--- config.mk ---
export PLATFORM = sky130hd
export DESIGN_NAME = pic_ctrl
export DESIGN_NICKNAME = d
export VERILOG_FILES = /design/src/source/pic_pkg.sv /design/src/source/pic_reg_port.sv /design/src/source/pic_gateway.sv /design/src/source/pic_priority_tree.sv /design/src/source/pic_notify.sv /design/src/source/pic_ctrl.sv
export SDC_FILE = /design/constraint.sdc
export NUM_CORES = 1
export LEC_CHECK = 0
export BUFFER_PORTS_ARGS = -buffer_cell sky130_fd_sc_hd__buf_4
export CORE_AREA = 2 2 144 146
export CTS_BUF_LIST = sky130_fd_sc_hd__clkbuf_2
export CTS_CLUSTER_DIAMETER = 30
export DETAILED_ROUTE_END_ITERATION = 6
export DIE_AREA = 0 0 146 148
export PLACE_DENSITY_LB_ADDON = 0.08
export SYNTH_ARGS = -nofsm -noshare
export SYNTH_HDL_FRONTEND = slang
export SYNTH_HIERARCHICAL = 1
export SYNTH_SLANG_ARGS = --single-unit
--- constraint.sdc ---
create_clock -name clk -period 8.35 [get_ports clk]
set_clock_uncertainty 0.05 [all_clocks]
set_input_delay 0.835 -clock clk [delete_from_list [all_inputs] [get_ports clk]]
set_output_delay 0.835 -clock clk [all_outputs]
set_load 0.02 [all_outputs]
--- src/source/pic_pkg.sv ---
// Address map, register field positions, widths and id and priority types of the interrupt controller
package pic_pkg;

   ////////////////////
   // Widths and types
   ////////////////////
   localparam int PRIO_BITS = 4;
   localparam int ID_BITS   = 8;

   typedef logic [PRIO_BITS-1:0] prio_t;
   typedef logic [ID_BITS-1:0]   id_t;

   localparam prio_t PRIO_MAX = prio_t'(15);       // Most urgent level in normal order

   ////////////////////
   // Register window
   ////////////////////
   localparam logic [31:0] PIC_BASE      = 32'hf00c_0000;

   // Offsets from PIC_BASE
   localparam logic [31:0] PRIO_OFS      = 32'h0000_0000;  // One word per source
   localparam logic [31:0] PEND_OFS      = 32'h0000_1000;  // Read only pending vector
   localparam logic [31:0] ENABLE_OFS    = 32'h0000_2000;  // One word per source
   localparam logic [31:0] CONFIG_OFS    = 32'h0000_3000;  // Single word
   localparam logic [31:0] GW_CONFIG_OFS = 32'h0000_4000;  // One word per source
   localparam logic [31:0] GW_CLEAR_OFS  = 32'h0000_5000;  // Write only, data ignored

   // Field positions
   localparam int CFG_REVERSE_BIT = 0;   // Reversed priority order
   localparam int GW_POL_BIT      = 0;   // 1 means active low
   localparam int GW_TYPE_BIT     = 1;   // 1 means latched capture

endpackage

--- src/source/pic_reg_port.sv ---
// Register port capture, address decode, per-source and configuration registers, read data mux
`timescale 1ns/1ns

module pic_reg_port #(
   parameter int NUM_SRC = 9
) (
   input  logic                 clk,
   input  logic                 rst_n,
   input  logic                 picm_wren,
   input  logic                 picm_rden,
   input  logic [31:0]          picm_addr,
   input  logic [31:0]          picm_wr_data,
   input  logic [NUM_SRC-1:0]   gw_req,
   output logic [31:0]          picm_rd_data,
   output pic_pkg::prio_t       src_prio [NUM_SRC],
   output logic [NUM_SRC-1:0]   src_enable,
   output logic [NUM_SRC-1:0]   gw_polarity,
   output logic [NUM_SRC-1:0]   gw_type,
   output logic [NUM_SRC-1:0]   gw_clear,
   output logic                 reverse_order
);
   import pic_pkg::*;

   localparam int IDX_BITS = $clog2(NUM_SRC);
   localparam int WIN_LSB  = IDX_BITS + 2;     // Per-source windows are one word per id

   logic                   wren_q;
   logic                   rden_q;
   logic [31:0]            addr_q;
   logic [PRIO_BITS-1:0]   data_q;            // No field is wider than a priority

   logic                   aligned;
   logic                   prio_hit;
   logic                   enable_hit;
   logic                   gwcfg_hit;
   logic                   clear_hit;
   logic                   pend_hit;
   logic                   cfg_hit;
   logic [IDX_BITS-1:0]    src_idx;
   logic [NUM_SRC-1:0]     src_sel;

   // Per-source window match, index bits excluded
   function automatic logic in_window(input logic [31:0] addr, input logic [31:0] ofs);
      logic [31:0] base;
      base = PIC_BASE + ofs;
      return (addr >> WIN_LSB) == (base >> WIN_LSB);
   endfunction

   ////////////////////
   // Request capture
   ////////////////////
   always_ff @(posedge clk or negedge rst_n) begin
      if (!rst_n) begin
         wren_q <= 1'b0;
         rden_q <= 1'b0;
      end else begin
         wren_q <= picm_wren;
         rden_q <= picm_rden;
      end
   end

   always_ff @(posedge clk) begin
      if (picm_wren || picm_rden) begin
         addr_q <= picm_addr;
      end
      if (picm_wren) begin
         data_q <= picm_wr_data[PRIO_BITS-1:0];
      end
   end

   ////////////////////
   // Address decode
   ////////////////////
   assign aligned    = (addr_q[1:0] == 2'b00);
   assign src_idx    = addr_q[IDX_BITS+1:2];

   assign prio_hit   = aligned && in_window(addr_q, PRIO_OFS);
   assign enable_hit = aligned && in_window(addr_q, ENABLE_OFS);
   assign gwcfg_hit  = aligned && in_window(addr_q, GW_CONFIG_OFS);
   assign clear_hit  = aligned && in_window(addr_q, GW_CLEAR_OFS);
   assign pend_hit   = (addr_q == PIC_BASE + PEND_OFS);
   assign cfg_hit    = (addr_q == PIC_BASE + CONFIG_OFS);

   ////////////////////
   // Per-source registers
   ////////////////////
   for (genvar i = 0; i < NUM_SRC; i++) begin : g_src
      if (i == 0) begin : g_rsvd
         // Source 0 never requests and has no storage
         assign src_sel[i]     = 1'b0;
         assign src_prio[i]    = '0;
         assign src_enable[i]  = 1'b0;
         assign gw_polarity[i] = 1'b0;
         assign gw_type[i]     = 1'b0;
         assign gw_clear[i]    = 1'b0;
      end else begin : g_reg
         assign src_sel[i] = (src_idx == IDX_BITS'(i));

         always_ff @(posedge clk or negedge rst_n) begin
            if (!rst_n) begin
               src_prio[i]    <= '0;
               src_enable[i]  <= 1'b0;
               gw_polarity[i] <= 1'b0;
               gw_type[i]     <= 1'b0;
               gw_clear[i]    <= 1'b0;
            end else begin
               gw_clear[i] <= wren_q && clear_hit && src_sel[i];   // One cycle pulse
               if (wren_q && src_sel[i]) begin
                  if (prio_hit) begin
                     src_prio[i] <= data_q;
                  end
                  if (enable_hit) begin
                     src_enable[i] <= data_q[0];
                  end
                  if (gwcfg_hit) begin
                     gw_polarity[i] <= data_q[GW_POL_BIT];
                     gw_type[i]     <= data_q[GW_TYPE_BIT];
                  end
               end
            end
         end
      end
   end

   // Configuration word
   always_ff @(posedge clk or negedge rst_n) begin
      if (!rst_n) begin
         reverse_order <= 1'b0;
      end else if (wren_q && cfg_hit) begin
         reverse_order <= data_q[CFG_REVERSE_BIT];
      end
   end

   ////////////////////
   // Read data
   ////////////////////
   always_comb begin
      picm_rd_data = '0;
      if (rden_q) begin
         if (pend_hit) begin
            picm_rd_data |= 32'(gw_req);
         end
         if (cfg_hit) begin
            picm_rd_data[CFG_REVERSE_BIT] |= reverse_order;
         end
         for (int i = 0; i < NUM_SRC; i++) begin
            if (src_sel[i]) begin
               if (prio_hit) begin
                  picm_rd_data |= 32'(src_prio[i]);
               end
               if (enable_hit) begin
                  picm_rd_data[0] |= src_enable[i];
               end
               if (gwcfg_hit) begin
                  picm_rd_data[GW_POL_BIT]  |= gw_polarity[i];
                  picm_rd_data[GW_TYPE_BIT] |= gw_type[i];
               end
            end
         end
      end
   end

endmodule

--- src/source/pic_gateway.sv ---
// Two-flop request synchronizer and level or latched gateway for one interrupt source
`timescale 1ns/1ns

module pic_gateway (
   input  logic clk,
   input  logic rst_n,
   input  logic req_raw,       // Asynchronous request line
   input  logic polarity,      // 1 means active low
   input  logic latch_mode,    // 1 means latched capture
   input  logic clear,         // Clears the latch
   output logic req
);

   logic sync_q1;
   logic sync_q2;
   logic active;
   logic pend_q;
   logic pend_nxt;

   ////////////////////
   // Synchronizer
   ////////////////////
   always_ff @(posedge clk or negedge rst_n) begin
      if (!rst_n) begin
         sync_q1 <= 1'b0;
         sync_q2 <= 1'b0;
      end else begin
         sync_q1 <= req_raw;
         sync_q2 <= sync_q1;
      end
   end

   assign active = sync_q2 ^ polarity;

   ////////////////////
   // Latch
   ////////////////////
   // An active input wins over a clear in the same cycle
   assign pend_nxt = latch_mode && (active || (pend_q && !clear));

   always_ff @(posedge clk or negedge rst_n) begin
      if (!rst_n) begin
         pend_q <= 1'b0;
      end else begin
         pend_q <= pend_nxt;
      end
   end

   assign req = latch_mode ? (active | pend_q) : active;

endmodule

--- src/source/pic_priority_tree.sv ---
// Combinational pairwise comparison tree that picks the winning source id and priority
`timescale 1ns/1ns

module pic_priority_tree #(
   parameter int NUM_SRC = 9
) (
   input  pic_pkg::prio_t masked_prio [NUM_SRC],
   output pic_pkg::id_t   win_id,
   output pic_pkg::prio_t win_prio
);
   import pic_pkg::*;

   localparam int LEVELS = $clog2(NUM_SRC);
   localparam int WIDTH  = NUM_SRC + 1;    // Room for one pad entry

   prio_t lvl_prio [LEVELS+1][WIDTH];
   id_t   lvl_id   [LEVELS+1][WIDTH];

   // Number of live entries at a level
   function automatic int level_cnt(input int lvl);
      int cnt;
      cnt = NUM_SRC;
      for (int k = 0; k < lvl; k++) begin
         cnt = (cnt + 1) / 2;
      end
      return cnt;
   endfunction

   // Left entry is kept unless the right one is strictly more urgent
   function automatic logic [ID_BITS+PRIO_BITS-1:0] pick(
      input id_t   a_id,
      input prio_t a_prio,
      input id_t   b_id,
      input prio_t b_prio
   );
      if (b_prio > a_prio) begin
         return {b_id, b_prio};
      end
      return {a_id, a_prio};
   endfunction

   ////////////////////
   // Tree levels
   ////////////////////
   for (genvar l = 0; l <= LEVELS; l++) begin : g_lvl
      for (genvar m = 0; m < WIDTH; m++) begin : g_node
         if (m >= level_cnt(l)) begin : g_pad
            // Zero priority pad on odd levels, never beats a left entry
            assign lvl_prio[l][m] = '0;
            assign lvl_id[l][m]   = '0;
         end else if (l == 0) begin : g_leaf
            assign lvl_prio[l][m] = masked_prio[m];
            assign lvl_id[l][m]   = id_t'(m);
         end else begin : g_cmp
            assign {lvl_id[l][m], lvl_prio[l][m]} = pick(lvl_id[l-1][2*m],
                                                         lvl_prio[l-1][2*m],
                                                         lvl_id[l-1][2*m+1],
                                                         lvl_prio[l-1][2*m+1]);
         end
      end
   end

   assign win_id   = lvl_id[LEVELS][0];     // Id 0 when nothing is pending
   assign win_prio = lvl_prio[LEVELS][0];

endmodule

--- src/source/pic_notify.sv ---
// Claim id and level registers with threshold compare and wake-up detection
`timescale 1ns/1ns

module pic_notify (
   input  logic           clk,
   input  logic           rst_n,
   input  pic_pkg::id_t   win_id,
   input  pic_pkg::prio_t win_prio,        // In normal order, higher is more urgent
   input  logic           reverse_order,
   input  pic_pkg::prio_t meipt,           // Priority threshold
   input  pic_pkg::prio_t meicurpl,        // Current level of the core
   output pic_pkg::id_t   claimid,
   output pic_pkg::prio_t pl,
   output logic           mexintpend,
   output logic           mhwakeup
);
   import pic_pkg::*;

   prio_t thresh_eff;
   prio_t curpl_eff;
   prio_t pl_nxt;
   prio_t wake_lvl;
   logic  notify_nxt;
   logic  wake_nxt;

   ////////////////////
   // Compare
   ////////////////////
   // Bring threshold and current level into the tree's ordering
   assign thresh_eff = reverse_order ? ~meipt    : meipt;
   assign curpl_eff  = reverse_order ? ~meicurpl : meicurpl;

   assign notify_nxt = (win_prio > thresh_eff) && (win_prio > curpl_eff);

   assign pl_nxt   = reverse_order ? ~win_prio : win_prio;   // Back to the source's own number
   assign wake_lvl = reverse_order ? '0 : PRIO_MAX;
   assign wake_nxt = (pl_nxt == wake_lvl);

   ////////////////////
   // Output registers
   ////////////////////
   always_ff @(posedge clk or negedge rst_n) begin
      if (!rst_n) begin
         claimid    <= '0;
         pl         <= '0;
         mexintpend <= 1'b0;
         mhwakeup   <= 1'b0;
      end else begin
         claimid    <= win_id;
         pl         <= pl_nxt;
         mexintpend <= notify_nxt;
         mhwakeup   <= wake_nxt;
      end
   end

endmodule

--- src/source/pic_ctrl.sv ---
// Interrupt controller top level with register port, gateway array, priority tree and outputs
`timescale 1ns/1ns

module pic_ctrl #(
   parameter int NUM_SRC = 9              // 2 to 16, source 0 reserved
) (
   input  logic                 clk,
   input  logic                 rst_n,
   input  logic [NUM_SRC-1:0]   extintsrc_req,
   input  logic                 picm_wren,
   input  logic                 picm_rden,
   input  logic [31:0]          picm_addr,
   input  logic [31:0]          picm_wr_data,
   input  pic_pkg::prio_t       meipt,
   input  pic_pkg::prio_t       meicurpl,
   output logic [31:0]          picm_rd_data,
   output pic_pkg::id_t         claimid,
   output pic_pkg::prio_t       pl,
   output logic                 mexintpend,
   output logic                 mhwakeup
);
   import pic_pkg::*;

   prio_t              src_prio    [NUM_SRC];
   prio_t              masked_prio [NUM_SRC];
   logic [NUM_SRC-1:0] src_enable;
   logic [NUM_SRC-1:0] gw_polarity;
   logic [NUM_SRC-1:0] gw_type;
   logic [NUM_SRC-1:0] gw_clear;
   logic [NUM_SRC-1:0] gw_req;
   logic               reverse_order;
   id_t                win_id;
   prio_t              win_prio;

   pic_reg_port #(.NUM_SRC(NUM_SRC)) u_reg_port (
      .clk           (clk),
      .rst_n         (rst_n),
      .picm_wren     (picm_wren),
      .picm_rden     (picm_rden),
      .picm_addr     (picm_addr),
      .picm_wr_data  (picm_wr_data),
      .gw_req        (gw_req),
      .picm_rd_data  (picm_rd_data),
      .src_prio      (src_prio),
      .src_enable    (src_enable),
      .gw_polarity   (gw_polarity),
      .gw_type       (gw_type),
      .gw_clear      (gw_clear),
      .reverse_order (reverse_order)
   );

   ////////////////////
   // Gateways
   ////////////////////
   assign gw_req[0] = 1'b0;   // Reserved source

   for (genvar i = 1; i < NUM_SRC; i++) begin : g_gw
      pic_gateway u_gw (
         .clk        (clk),
         .rst_n      (rst_n),
         .req_raw    (extintsrc_req[i]),
         .polarity   (gw_polarity[i]),
         .latch_mode (gw_type[i]),
         .clear      (gw_clear[i]),
         .req        (gw_req[i])
      );
   end

   // Pending and enabled sources only, inverted for reversed order
   for (genvar i = 0; i < NUM_SRC; i++) begin : g_mask
      assign masked_prio[i] = {PRIO_BITS{gw_req[i] & src_enable[i]}}
                            & (reverse_order ? ~src_prio[i] : src_prio[i]);
   end

   pic_priority_tree #(.NUM_SRC(NUM_SRC)) u_tree (
      .masked_prio (masked_prio),
      .win_id      (win_id),
      .win_prio    (win_prio)
   );

   pic_notify u_notify (
      .clk           (clk),
      .rst_n         (rst_n),
      .win_id        (win_id),
      .win_prio      (win_prio),
      .reverse_order (reverse_order),
      .meipt         (meipt),
      .meicurpl      (meicurpl),
      .claimid       (claimid),
      .pl            (pl),
      .mexintpend    (mexintpend),
      .mhwakeup      (mhwakeup)
   );

endmodule

# Word level (Yosys, flattened, before mapping)

Index checks and enable logic that the tools add are counted.

Reductions and logical operators: 81
Multiplexer cells: 129
$lt $le $gt $ge: 13
Bitwise logic cells: 76
Equality and inequality tests: 15

Operators with widths:

| cell                                               | number |
|---|---|
| two-way mux 32 bit                                 | 42 |
| two-way mux 12 bit                                 | 22 |
| bitwise OR 32 x 4 -> 32 bit                        | 8 |
| == test 26 bit (second input constant)             | 4 |
| == test 32 bit (second input constant)             | 2 |
| two-way mux 4 bit                                  | 12 |
| AND reduction 2 bit                                | 24 |
| two-way mux 1 bit                                  | 44 |
| NOT 4 bit                                          | 11 |
| logical AND 1 bit                                  | 39 |
| > comparator 4 bit                                 | 9 |
| bitwise OR 1 bit                                   | 33 |
| bitwise AND 4 bit                                  | 8 |
| == test 4 x 3 -> 1 bit (second input constant)     | 4 |
| two-way mux 2 bit                                  | 8 |
| > comparator 1 x 4 -> 1 bit (first input constant) | 3 |
| logical OR 1 bit                                   | 9 |
| two-way mux 9 bit                                  | 1 |
| bitwise AND 1 bit                                  | 8 |
| == test 4 x 2 -> 1 bit (second input constant)     | 2 |
| zero test 1 bit                                    | 8 |
| XOR 1 bit                                          | 8 |
| == test 4 x 1 -> 1 bit (second input constant)     | 1 |
| == test 4 bit                                      | 1 |
| other kinds (3)                                    | 3 |

Word-level logic and storage cells: 387
Output and inout bits: 46
Flip-flop bits (word level): 141
Input bits: 85

# Logic depth before layout (Yosys ltp)

Gate-level depths: netlist (run 1).

Depth in word-level cells: 104
Gate-level depth with buffers: 45

# By module

Netlist (run 1), hierarchy kept.

By module, submodules not included:

| module            | cells each | times used | area each (sq um) | sequential area each (sq um) |
|---|---|---|---|---|
| pic_reg_port      | 355        | 1          | 4620.7            | 2757.6 |
| pic_priority_tree | 161        | 1          | 1266.2            | 0.0 |
| pic_gateway       | 8          | 8          | 105.1             | 75.1 |
| pic_notify        | 47         | 1          | 648.1             | 350.3 |
| pic_ctrl          | 77         | 1          | 505.5             | 0.0 |

# Worst setup path after synthesis (run 1)

Ideal clock, no wire load.

Kind: register -> register
Start point: reg u_reg_port.reverse_order
End point: reg u_notify.mexintpend
Data required time: 8170 ps
Arrival: 7146 ps
Period minus slack after synthesis: 7327 ps
Cell stages (with the launch flop): 45
Setup time: 130 ps
Buffers on the path: 4
Setup slack: 1023 ps
Cell sequence: dfrtp_1 -> buf_6 -> buf_12 -> xnor2_1 -> nor2_1 -> inv_1 -> ha_1 -> nor2b_1 -> o21a_1 -> o21a_1 -> o21ai_2 -> mux2i_1 -> inv_1 -> ha_1 -> nor2b_1 -> o21ai_0 -> nand2b_1 -> a21oi_1 -> (+9 left out) -> a41o_1 -> clkbuf_1 -> nor2_1 -> a21oi_1 -> ha_1 -> nor2b_1 -> o21ai_0 -> nand2b_1 -> a21oi_1 -> a41o_1 -> inv_1 -> nor2_1 -> nand2_1 -> o221a_2 -> ha_1 -> and4b_1 -> a211oi_1 -> a211oi_1

RTL lines:

| item                   | RTL line            | source |
|---|---|---|
| start, declared        | pic_reg_port.sv:20  | `output logic reverse_order` |
| start signal, assigned | pic_reg_port.sv:130 | `reverse_order <= data_q[CFG_REVERSE_BIT];` |
| end signal, assigned   | pic_notify.sv:51    | `mexintpend <= notify_nxt;` |
| end, declared          | pic_notify.sv:14    | `output logic mexintpend,` |

==> results of run 1 <==
==> worst max-delay path by stage <==
stage | end | from | cells after the start
finish | u_notify/mexintpend | u_reg_port/gw_polarity[6] | 42
global route | u_notify/mexintpend | u_reg_port/gw_polarity[6] | 42
CTS | u_notify/mexintpend | u_reg_port/reverse_order | 38
detailed placement | u_notify/mexintpend | u_reg_port/reverse_order | 38
global placement | u_notify/mexintpend | u_reg_port/reverse_order | 39
floorplan | u_notify/mexintpend | u_reg_port/reverse_order | 44
==> layout make-up <==
type | count | area share, %
multi-input cells | 505 | 42.2
flip-flops and latches | 141 | 41.5
repair buffers | 89 | 7.54
well taps | 270 | 3.78
clock inverters | 13 | 2.39
inverters | 34 | 1.43
clock buffers | 19 | 1.06
diodes | 2 | 0.0560
==> repair_timing <==
item / in CTS / in global routing
hold buffers: 0 / 1
setup buffers: 0 / 4
hold endpoints to repair: 0 / 2
gates resized for setup: 0 / 8
setup endpoints to repair: 0 / 1
==> per-layer routing <==
layer | vias up | global-route usage (%) | routed length [um]
li1 | 2577 | - | -
met4 | 0 | 4.47 | 241
met1 | 2614 | 22.9 | 8340
met5 | - | 0 | 0
met3 | 19 | 3.43 | 682
met2 | 131 | 29.8 | 9070
==> critical path, delay by kind of cell, from the launching register on <==
family	cells	cell delay [ns]
buffers and inverters	4	0.29
AOI/OAI and AO/OA	16	2.79
muxes	2	0.68
adders and majority gates	5	1.41
DFF	1	0.45
and+or+nand+nor	14	1.76
xor gates and xnor gates	1	0.15
==> cell usage in the layout (no fill, tap or decap), types with 5 or more instances in the layout <==
master and count:
a21boi_1 8, nand3_1 7, o21ai_0 6, ha_1 39, nor3_1 7, mux2i_1 33, xor2_1 6, buf_4 87
mux2_1 27, bufinv_16 5, nand2b_1 13, conb_1 34, inv_1 34, nand2_1 53, nor2_1 70, a22oi_1 5
and2_1 6, edfxtp_1 36, dfrtp_1 104, clkbuf_2 19, nand4_1 6, nor2b_1 9, mux2_2 35, xnor2_1 46
a21oi_1 18, o22ai_1 5
==> where the power goes <==
group          total (mW)  internal, mW  switching (mW)
clock network       0.485         0.233           0.252
logic               0.143        0.0595          0.0837
registers           0.760         0.737          0.0237
total                1.39          1.03           0.359
==> per-stage QoR <==
| step | setup TNS, ns | instances |
|---|---|---|
| global placement | 0 | 1034 |
| detailed placement | 0 | 1034 |
| global route | -0.00944 | 1073 |
| finish | 0 | 1073 |
| CTS | 0 | 1066 |
| floorplan | 0 | 727 |
==> results by group, run 1 <==
Status
  – Status: completed

Final layout
  – Share of cells above drive strength 1: 22.6%
  – Fill cell count: 1941
  – Net count, final: 912
  – Multi-input combinational cell area: 3780 sq um
  – Final Core Density: 44.6%
  – Layout area overhead: 14.4%
  – FF/Latch Area: 3710 sq um
  – Finished Cell Area: 8940 sq um
  – Top flop regs: u_reg_port/addr_q (32), u_reg_port/src_prio (32)

STA
  – Worst Tran Pin Value: 1.03 ns
  – Endpoints failing setup: 0
  – Final hold vios: 0
  – Setup ws final: 0.666 ns
  – F_max: 130 MHz
  – Final period utilization: 92.0%
  – Post-route minimum period: 7.68 ns
  – Final hold slack: 0.191 ns
  – Rel. slew slack: 31.0%
  – Pins Over Slew Limit: 0

Placed design
  – Gpl congestion: 0.871
  – Number of port buffers: 78
  – Placed inst area: 8560 sq um
  – Post-Place Worst Slack: 0.241 ns
  – Post-DP HPWL: 14.2 mm

Floorplan
  – Die H: 148 um
  – # IOs: 131
  – Die area: 21600 sq um
  – Starting Density: 39.0%
  – Core Area: 20000 sq um
  – Die W: 146 um
  – Rows: 52

Global routing
  – Grt total ovfl: 0
  – First-pass GRT wire length: 29.2 mm
  – Total GRT Usage: 17.4%
  – Pin count of the biggest net entering global routing: 63
  – Vias in the first global route: 5547
  – Antenna violations before repair: 1

Power
  – Lkg Pwr: 4.08 nW
  – Power Density: 155 nW/um^2
  – Max VDD drop: 0.0985 mV
  – Power, Total: 1.39 mW

Hold path
  – Min-delay src: extintsrc_req[7]
  – Hold Crit Depth: 1
  – Min-Delay Endpoint: g_gw[7].u_gw/sync_q1
  – Hold Crit Class: in2reg

Worst setup path
  – Critical path peak fanout: 10
  – CP max-delay cell: dfrtp_1
  – Crit path arrival time: 8.20 ns
  – Critical Path RT: 8.87 ns
  – Max incr delay on CP: 0.45 ns
  – Worst reg2reg setup slack: 0.67 ns
  – CP endpoint kind: flip-flop
  – FF-to-FF Start: u_reg_port/gw_polarity[6]
  – Worst r2r path cells: 42
  – Worst r2r dst: u_notify/mexintpend
  – Crit path kind: reg2reg
  – Crit-path most repeated cell: ha_1
  – CP startpoint kind: flip-flop

Route
  – Routed len/inst: 17.1 um
  – Routed Antenna Nets: 0
  – Initial DRC count: 251
  – Via density: 4.98
  – Drt drc: 0
  – Routed Wire Length: 18.3 mm
  – DRT Pass-1 Iters: 5
  – Via count: 5341

Clock tree
  – CTS Buf Count: 17
  – Htree depth: 4
  – Clk buf depth: 2
  – Clock slew at reported path FFs: 0.21 ns
  – Root buf cell: clkbuf_2
  – Worst-Skew Late Latency: 0.69 ns
  – CTS Sinks: 141
  – TritonCTS clock tree: yes

Logic synthesis
  – Post-synthesis cell count: 696
  – Synthesis Warnings: 6
  – Mean post-synth cell area: 11.2 sq um
  – Synthesized cell area: 7820 sq um

Job
  – Maxcap violations: 0
(Power assumes the default switching activity.)
==> run 2, diff against run 1 <==
SLEW_MARGIN = 10   (was unset)
SYNTH_HIERARCHICAL = unset   (was 1)
clock period = 6.7 ns   (was 8.35 ns; I/O delays follow)
==> run 2 against run 1 <==
Against the previous run: the flow now finishes with violations (negative setup slack); synthesized cell count rose by 1.7%; non-clock buffer count rose by 187; combinational power fell by 22%; clock-buffer cell count fell by 2; setup slack got worse by 0.85 ns; global-route usage rose by 2.9 points; fmax rose by 12%; critical path depth fell by 6; first-iteration DRC count rose by 43%; via count rose by 21%; core utilization rose by 9.1 points; clock power rose by 15%.
==> results by group, run 2 <==
Final layout
  – Most frequent cells in the layout: 224 x buf_4, 100 x dfrtp_1, 53 x nand2_1, 52 x nor2_1, 52 x mux2_2
  – Final non-filler cell total: 1264 (+18%)
  – Top flop regs: u_reg_port.addr_q (32), u_reg_port.src_prio (32)
  – Most common cell after layout, fill and taps aside: buf_4
  – Layout area overhead: 37.1%
  – Finished Cell Area: 10800 sq um (+20%)
  – Share of cells above drive strength 1: 38.7% (+16 points)
  – Net count, final: 1101 (+21%)

Clock tree
  – TritonCTS clock tree: yes
  – Root buf cell: clkbuf_2
  – Clock slew at reported path FFs: 0.25 ns (+0.04 ns)
  – Worst-Skew Late Latency: 0.72 ns (+0.03 ns)
  – Clk buf depth: 2 (unchanged)
  – Htree depth: 4 (unchanged)
  – CTS Buf Count: 17 (unchanged)
  – CTS Sinks: 137 (-2.8%)

Logic synthesis
  – Post-synthesis cell count: 708 (+1.7%)
  – Register area share after synthesis: 46.0%
  – Synthesized cell area: 7850 sq um (+0.37%)
  – Count leader, synth: dfrtp_1
  – Post-synth top area share: 32.2%
  – Async S/R FF share, synth: 73.7%
  – Primary FF master, synth: dfrtp_1
  – Synth cell types: 78
  – Area leader, netlist: dfrtp_1
  – Synthesis Warnings: 0 (-6)
  – Leading post-synthesis cells by cell area: dfrtp_1 32%, edfxtp_1 14%, mux2_2 7.5%, ha_1 5.7%, buf_4 2.9%
  – Mean post-synth cell area: 11.1 sq um (-1.3%)
  – Synth top cells by count: 101 x dfrtp_1, 54 x nand2_1, 53 x nor2_1
  – Synth Register Bits: 137
  – EDFF count, synth: 36

Worst setup path
  – Crit path arrival time: 7.48 ns (-0.72 ns)
  – CP max-delay cell: dfrtp_1
  – FF-to-FF Start: u_reg_port.gw_polarity[4]
  – Worst reg2reg setup slack: -0.18 ns (-0.85 ns)
  – CP startpoint kind: flip-flop
  – Critical Path RT: 7.30 ns (-1.57 ns)
  – Worst r2r path cells: 36 (-14%)
  – Critical Path Start: u_reg_port.gw_polarity[4]
  – Worst r2r dst: u_notify.mexintpend
  – Crit path kind: reg2reg
  – CP Capture Point: u_notify.mexintpend
  – Max incr delay on CP: 0.46 ns (about the same)
  – Critical path peak fanout: 6 (-4)
  – CP endpoint kind: flip-flop

Floorplan
  – Core Area: 20000 sq um (unchanged)
  – # IOs: 131 (unchanged)
  – Rows: 52 (unchanged)
  – Starting Density: 39.2% (+0.14 points)
  – Die area: 21600 sq um (unchanged)
  – Die H: 148 um (unchanged)
  – Die W: 146 um (unchanged)

Route
  – Initial DRC count: 360 (+43%)
  – Drt drc: 0 (unchanged)
  – Via count: 6457 (+21%)
  – Routed Wire Length: 22.1 mm (+21%)
  – DRT Pass-1 Iters: 6 (+1)
  – Via density: 5.11 (+2.6%)
  – Routed Antenna Nets: 0 (unchanged)
  – Routed len/inst: 17.5 um (+2.4%)

Placed design
  – Post-DP HPWL: 16.1 mm (+14%)
  – Number of port buffers: 74 (-5.1%)
  – DP Cell Count: 1161 (+12%)
  – Post-Place Worst Slack: -0.694 ns (-0.935 ns)
  – Gpl congestion: 0.803 (-7.7%)
  – Placed inst area: 9520 sq um (+11%)

STA
  – Final hold vios: 0 (unchanged)
  – F_max: 145 MHz (+12%)
  – Setup ws final: -0.183 ns (-0.849 ns)
  – Post-route minimum period: 6.88 ns (-0.801 ns)
  – Rel. slew slack: 27.6% (-3.4 points)
  – Worst Tran Pin Value: 1.07 ns (+0.0357 ns)
  – Setup TNS: -0.183 ns (-0.183 ns)
  – RSZ-0062 raised after global routing: true
  – Pins Over Slew Limit: 0 (unchanged)
  – Endpoints failing setup: 1 (+1)
  – Final period utilization: 103% (+11 points)

Power
  – Pint: 1.13 mW (+10%)
  – Net switching power: 0.448 mW (+25%)
  – Sequential share of power: 57.6% (+2.8 points)
  – Power Density: 147 nW/um^2 (-5.3%)
  – Combinational power share: 7.0% (-3.3 points)
  – Clock power share: 35.4% (+0.5 points)
  – Max VDD drop: 0.140 mV (+42%)
  – Net Sw Frac: 28.3% (+2.4 points)
  – Lkg Pwr: 4.76 nW (+17%)
  – Power, Total: 1.58 mW (+14%)

Hold path
  – Hold Crit Class: in2reg

Global routing
  – Total GRT Usage: 20.3% (+2.9 points)
  – Pin count of the biggest net entering global routing: 62 (-1.6%)
  – Antenna violations before repair: 1 (unchanged)
  – Gr busiest metal: met2
  – Met1 GRT Util: 26.5% (+3.6 points)
  – Met3 Use GR: 3.64% (+0.22 points)
  – Vias in the first global route: 6540 (+18%)
  – Grt total ovfl: 0 (unchanged)
  – Global Route met2 Usage: 34.2% (+4.4 points)
  – First-pass GRT wire length: 34.2 mm (+17%)

Status
  – Status: finished, violations left
  – Failing checks: negative setup slack

Job
  – Maxcap violations: 0 (unchanged)
## run 2: layout make-up
cell class                 instances  area, sq um
antenna                            1         2.50
sequential                       137         3610
timing repair buffer             276         2210
clock buffer                      17         85.1
fill                            1814         9280
inverter                          16         70.1
clock inverter                    15          193
tap                              270          338
multi-input combinational        532         4250
## run 2: logic make-up (layout without fill, tap and decap cells)
| kind of cell | after synthesis | after routing | synth area share, % |
|---|---|---|---|
| xor+xnor | 28 | 28 | 3.22 |
| flops | 137 | 137 | 46.0 |
| simple gates | 229 | 229 | 15.2 |
| mux | 70 | 70 | 10.5 |
| buf+inv | 65 | 324 | 5.23 |
| other cells | 1 | 28 | 0.0478 |
| compound gates | 142 | 142 | 14.2 |
| fa+ha+maj | 36 | 36 | 5.74 |
## run 2: worst min-delay path by stage
stage                                     from                    end  slack, ns  cells after the start
after floorplan           g_gw[1].u_gw.sync_q1   g_gw[1].u_gw.sync_q2       0.28                      0
after global placement    g_gw[4].u_gw.sync_q1   g_gw[4].u_gw.sync_q2       0.28                      0
after detailed placement  g_gw[5].u_gw.sync_q1   g_gw[5].u_gw.sync_q2       0.29                      0
after CTS                        picm_addr[12]  u_reg_port.addr_q[12]     0.0003                      1
after global routing           picm_wr_data[2]   u_reg_port.data_q[2]     0.0004                      1
final                             picm_addr[5]   u_reg_port.addr_q[5]       0.09                      1
## run 2: per-layer routing
metal | vias up | part of all wire, %
li1 | 3113 | -
met2 | 168 | 49
met1 | 3139 | 45
met3 | 37 | 3.7
met4 | 0 | 2.2
met5 | - | 0
## run 2: metrics by stage
stage	utilization, %	hold slack, ns
floorplan	-	0.281
global placement	47.5	0.281
detailed placement	47.5	0.287
CTS	52.1	0.000331
global route	53.7	0.000427
finish	53.7	0.0939
## run 2: repair_timing
action                                  4_1_cts  5_1_grt
resized for setup                            30       33
endpoints found under the hold margin        78        5
buffers inserted                             11       14
endpoints found under the setup margin        6        5
hold buffers                                 39        5
pin swaps                                    18       17
gates cloned                                  0        1
## run 2: power groups by stage
stage	sequential [mW]	clock (mW)	combinational, mW
finish	0.911	0.559	0.111
global placement	0.924	0	0.0852
CTS	0.911	0.578	0.107
global route	0.915	0.617	0.122
floorplan	0.912	0	0.0561
detailed placement	0.926	0	0.0873
## run 2: critical path: cells and delay by family (launching register included)
| family | cells | cell delay, ns |
|---|---|---|
| and+or+nand+nor | 11 | 1.27 |
| DFF | 1 | 0.46 |
| adders and majority gates | 5 | 1.04 |
| AOI/OAI and AO/OA | 14 | 2.57 |
| buffers and inverters | 2 | 0.27 |
| muxes | 3 | 0.96 |
| xor gates and xnor gates | 1 | 0.18 |
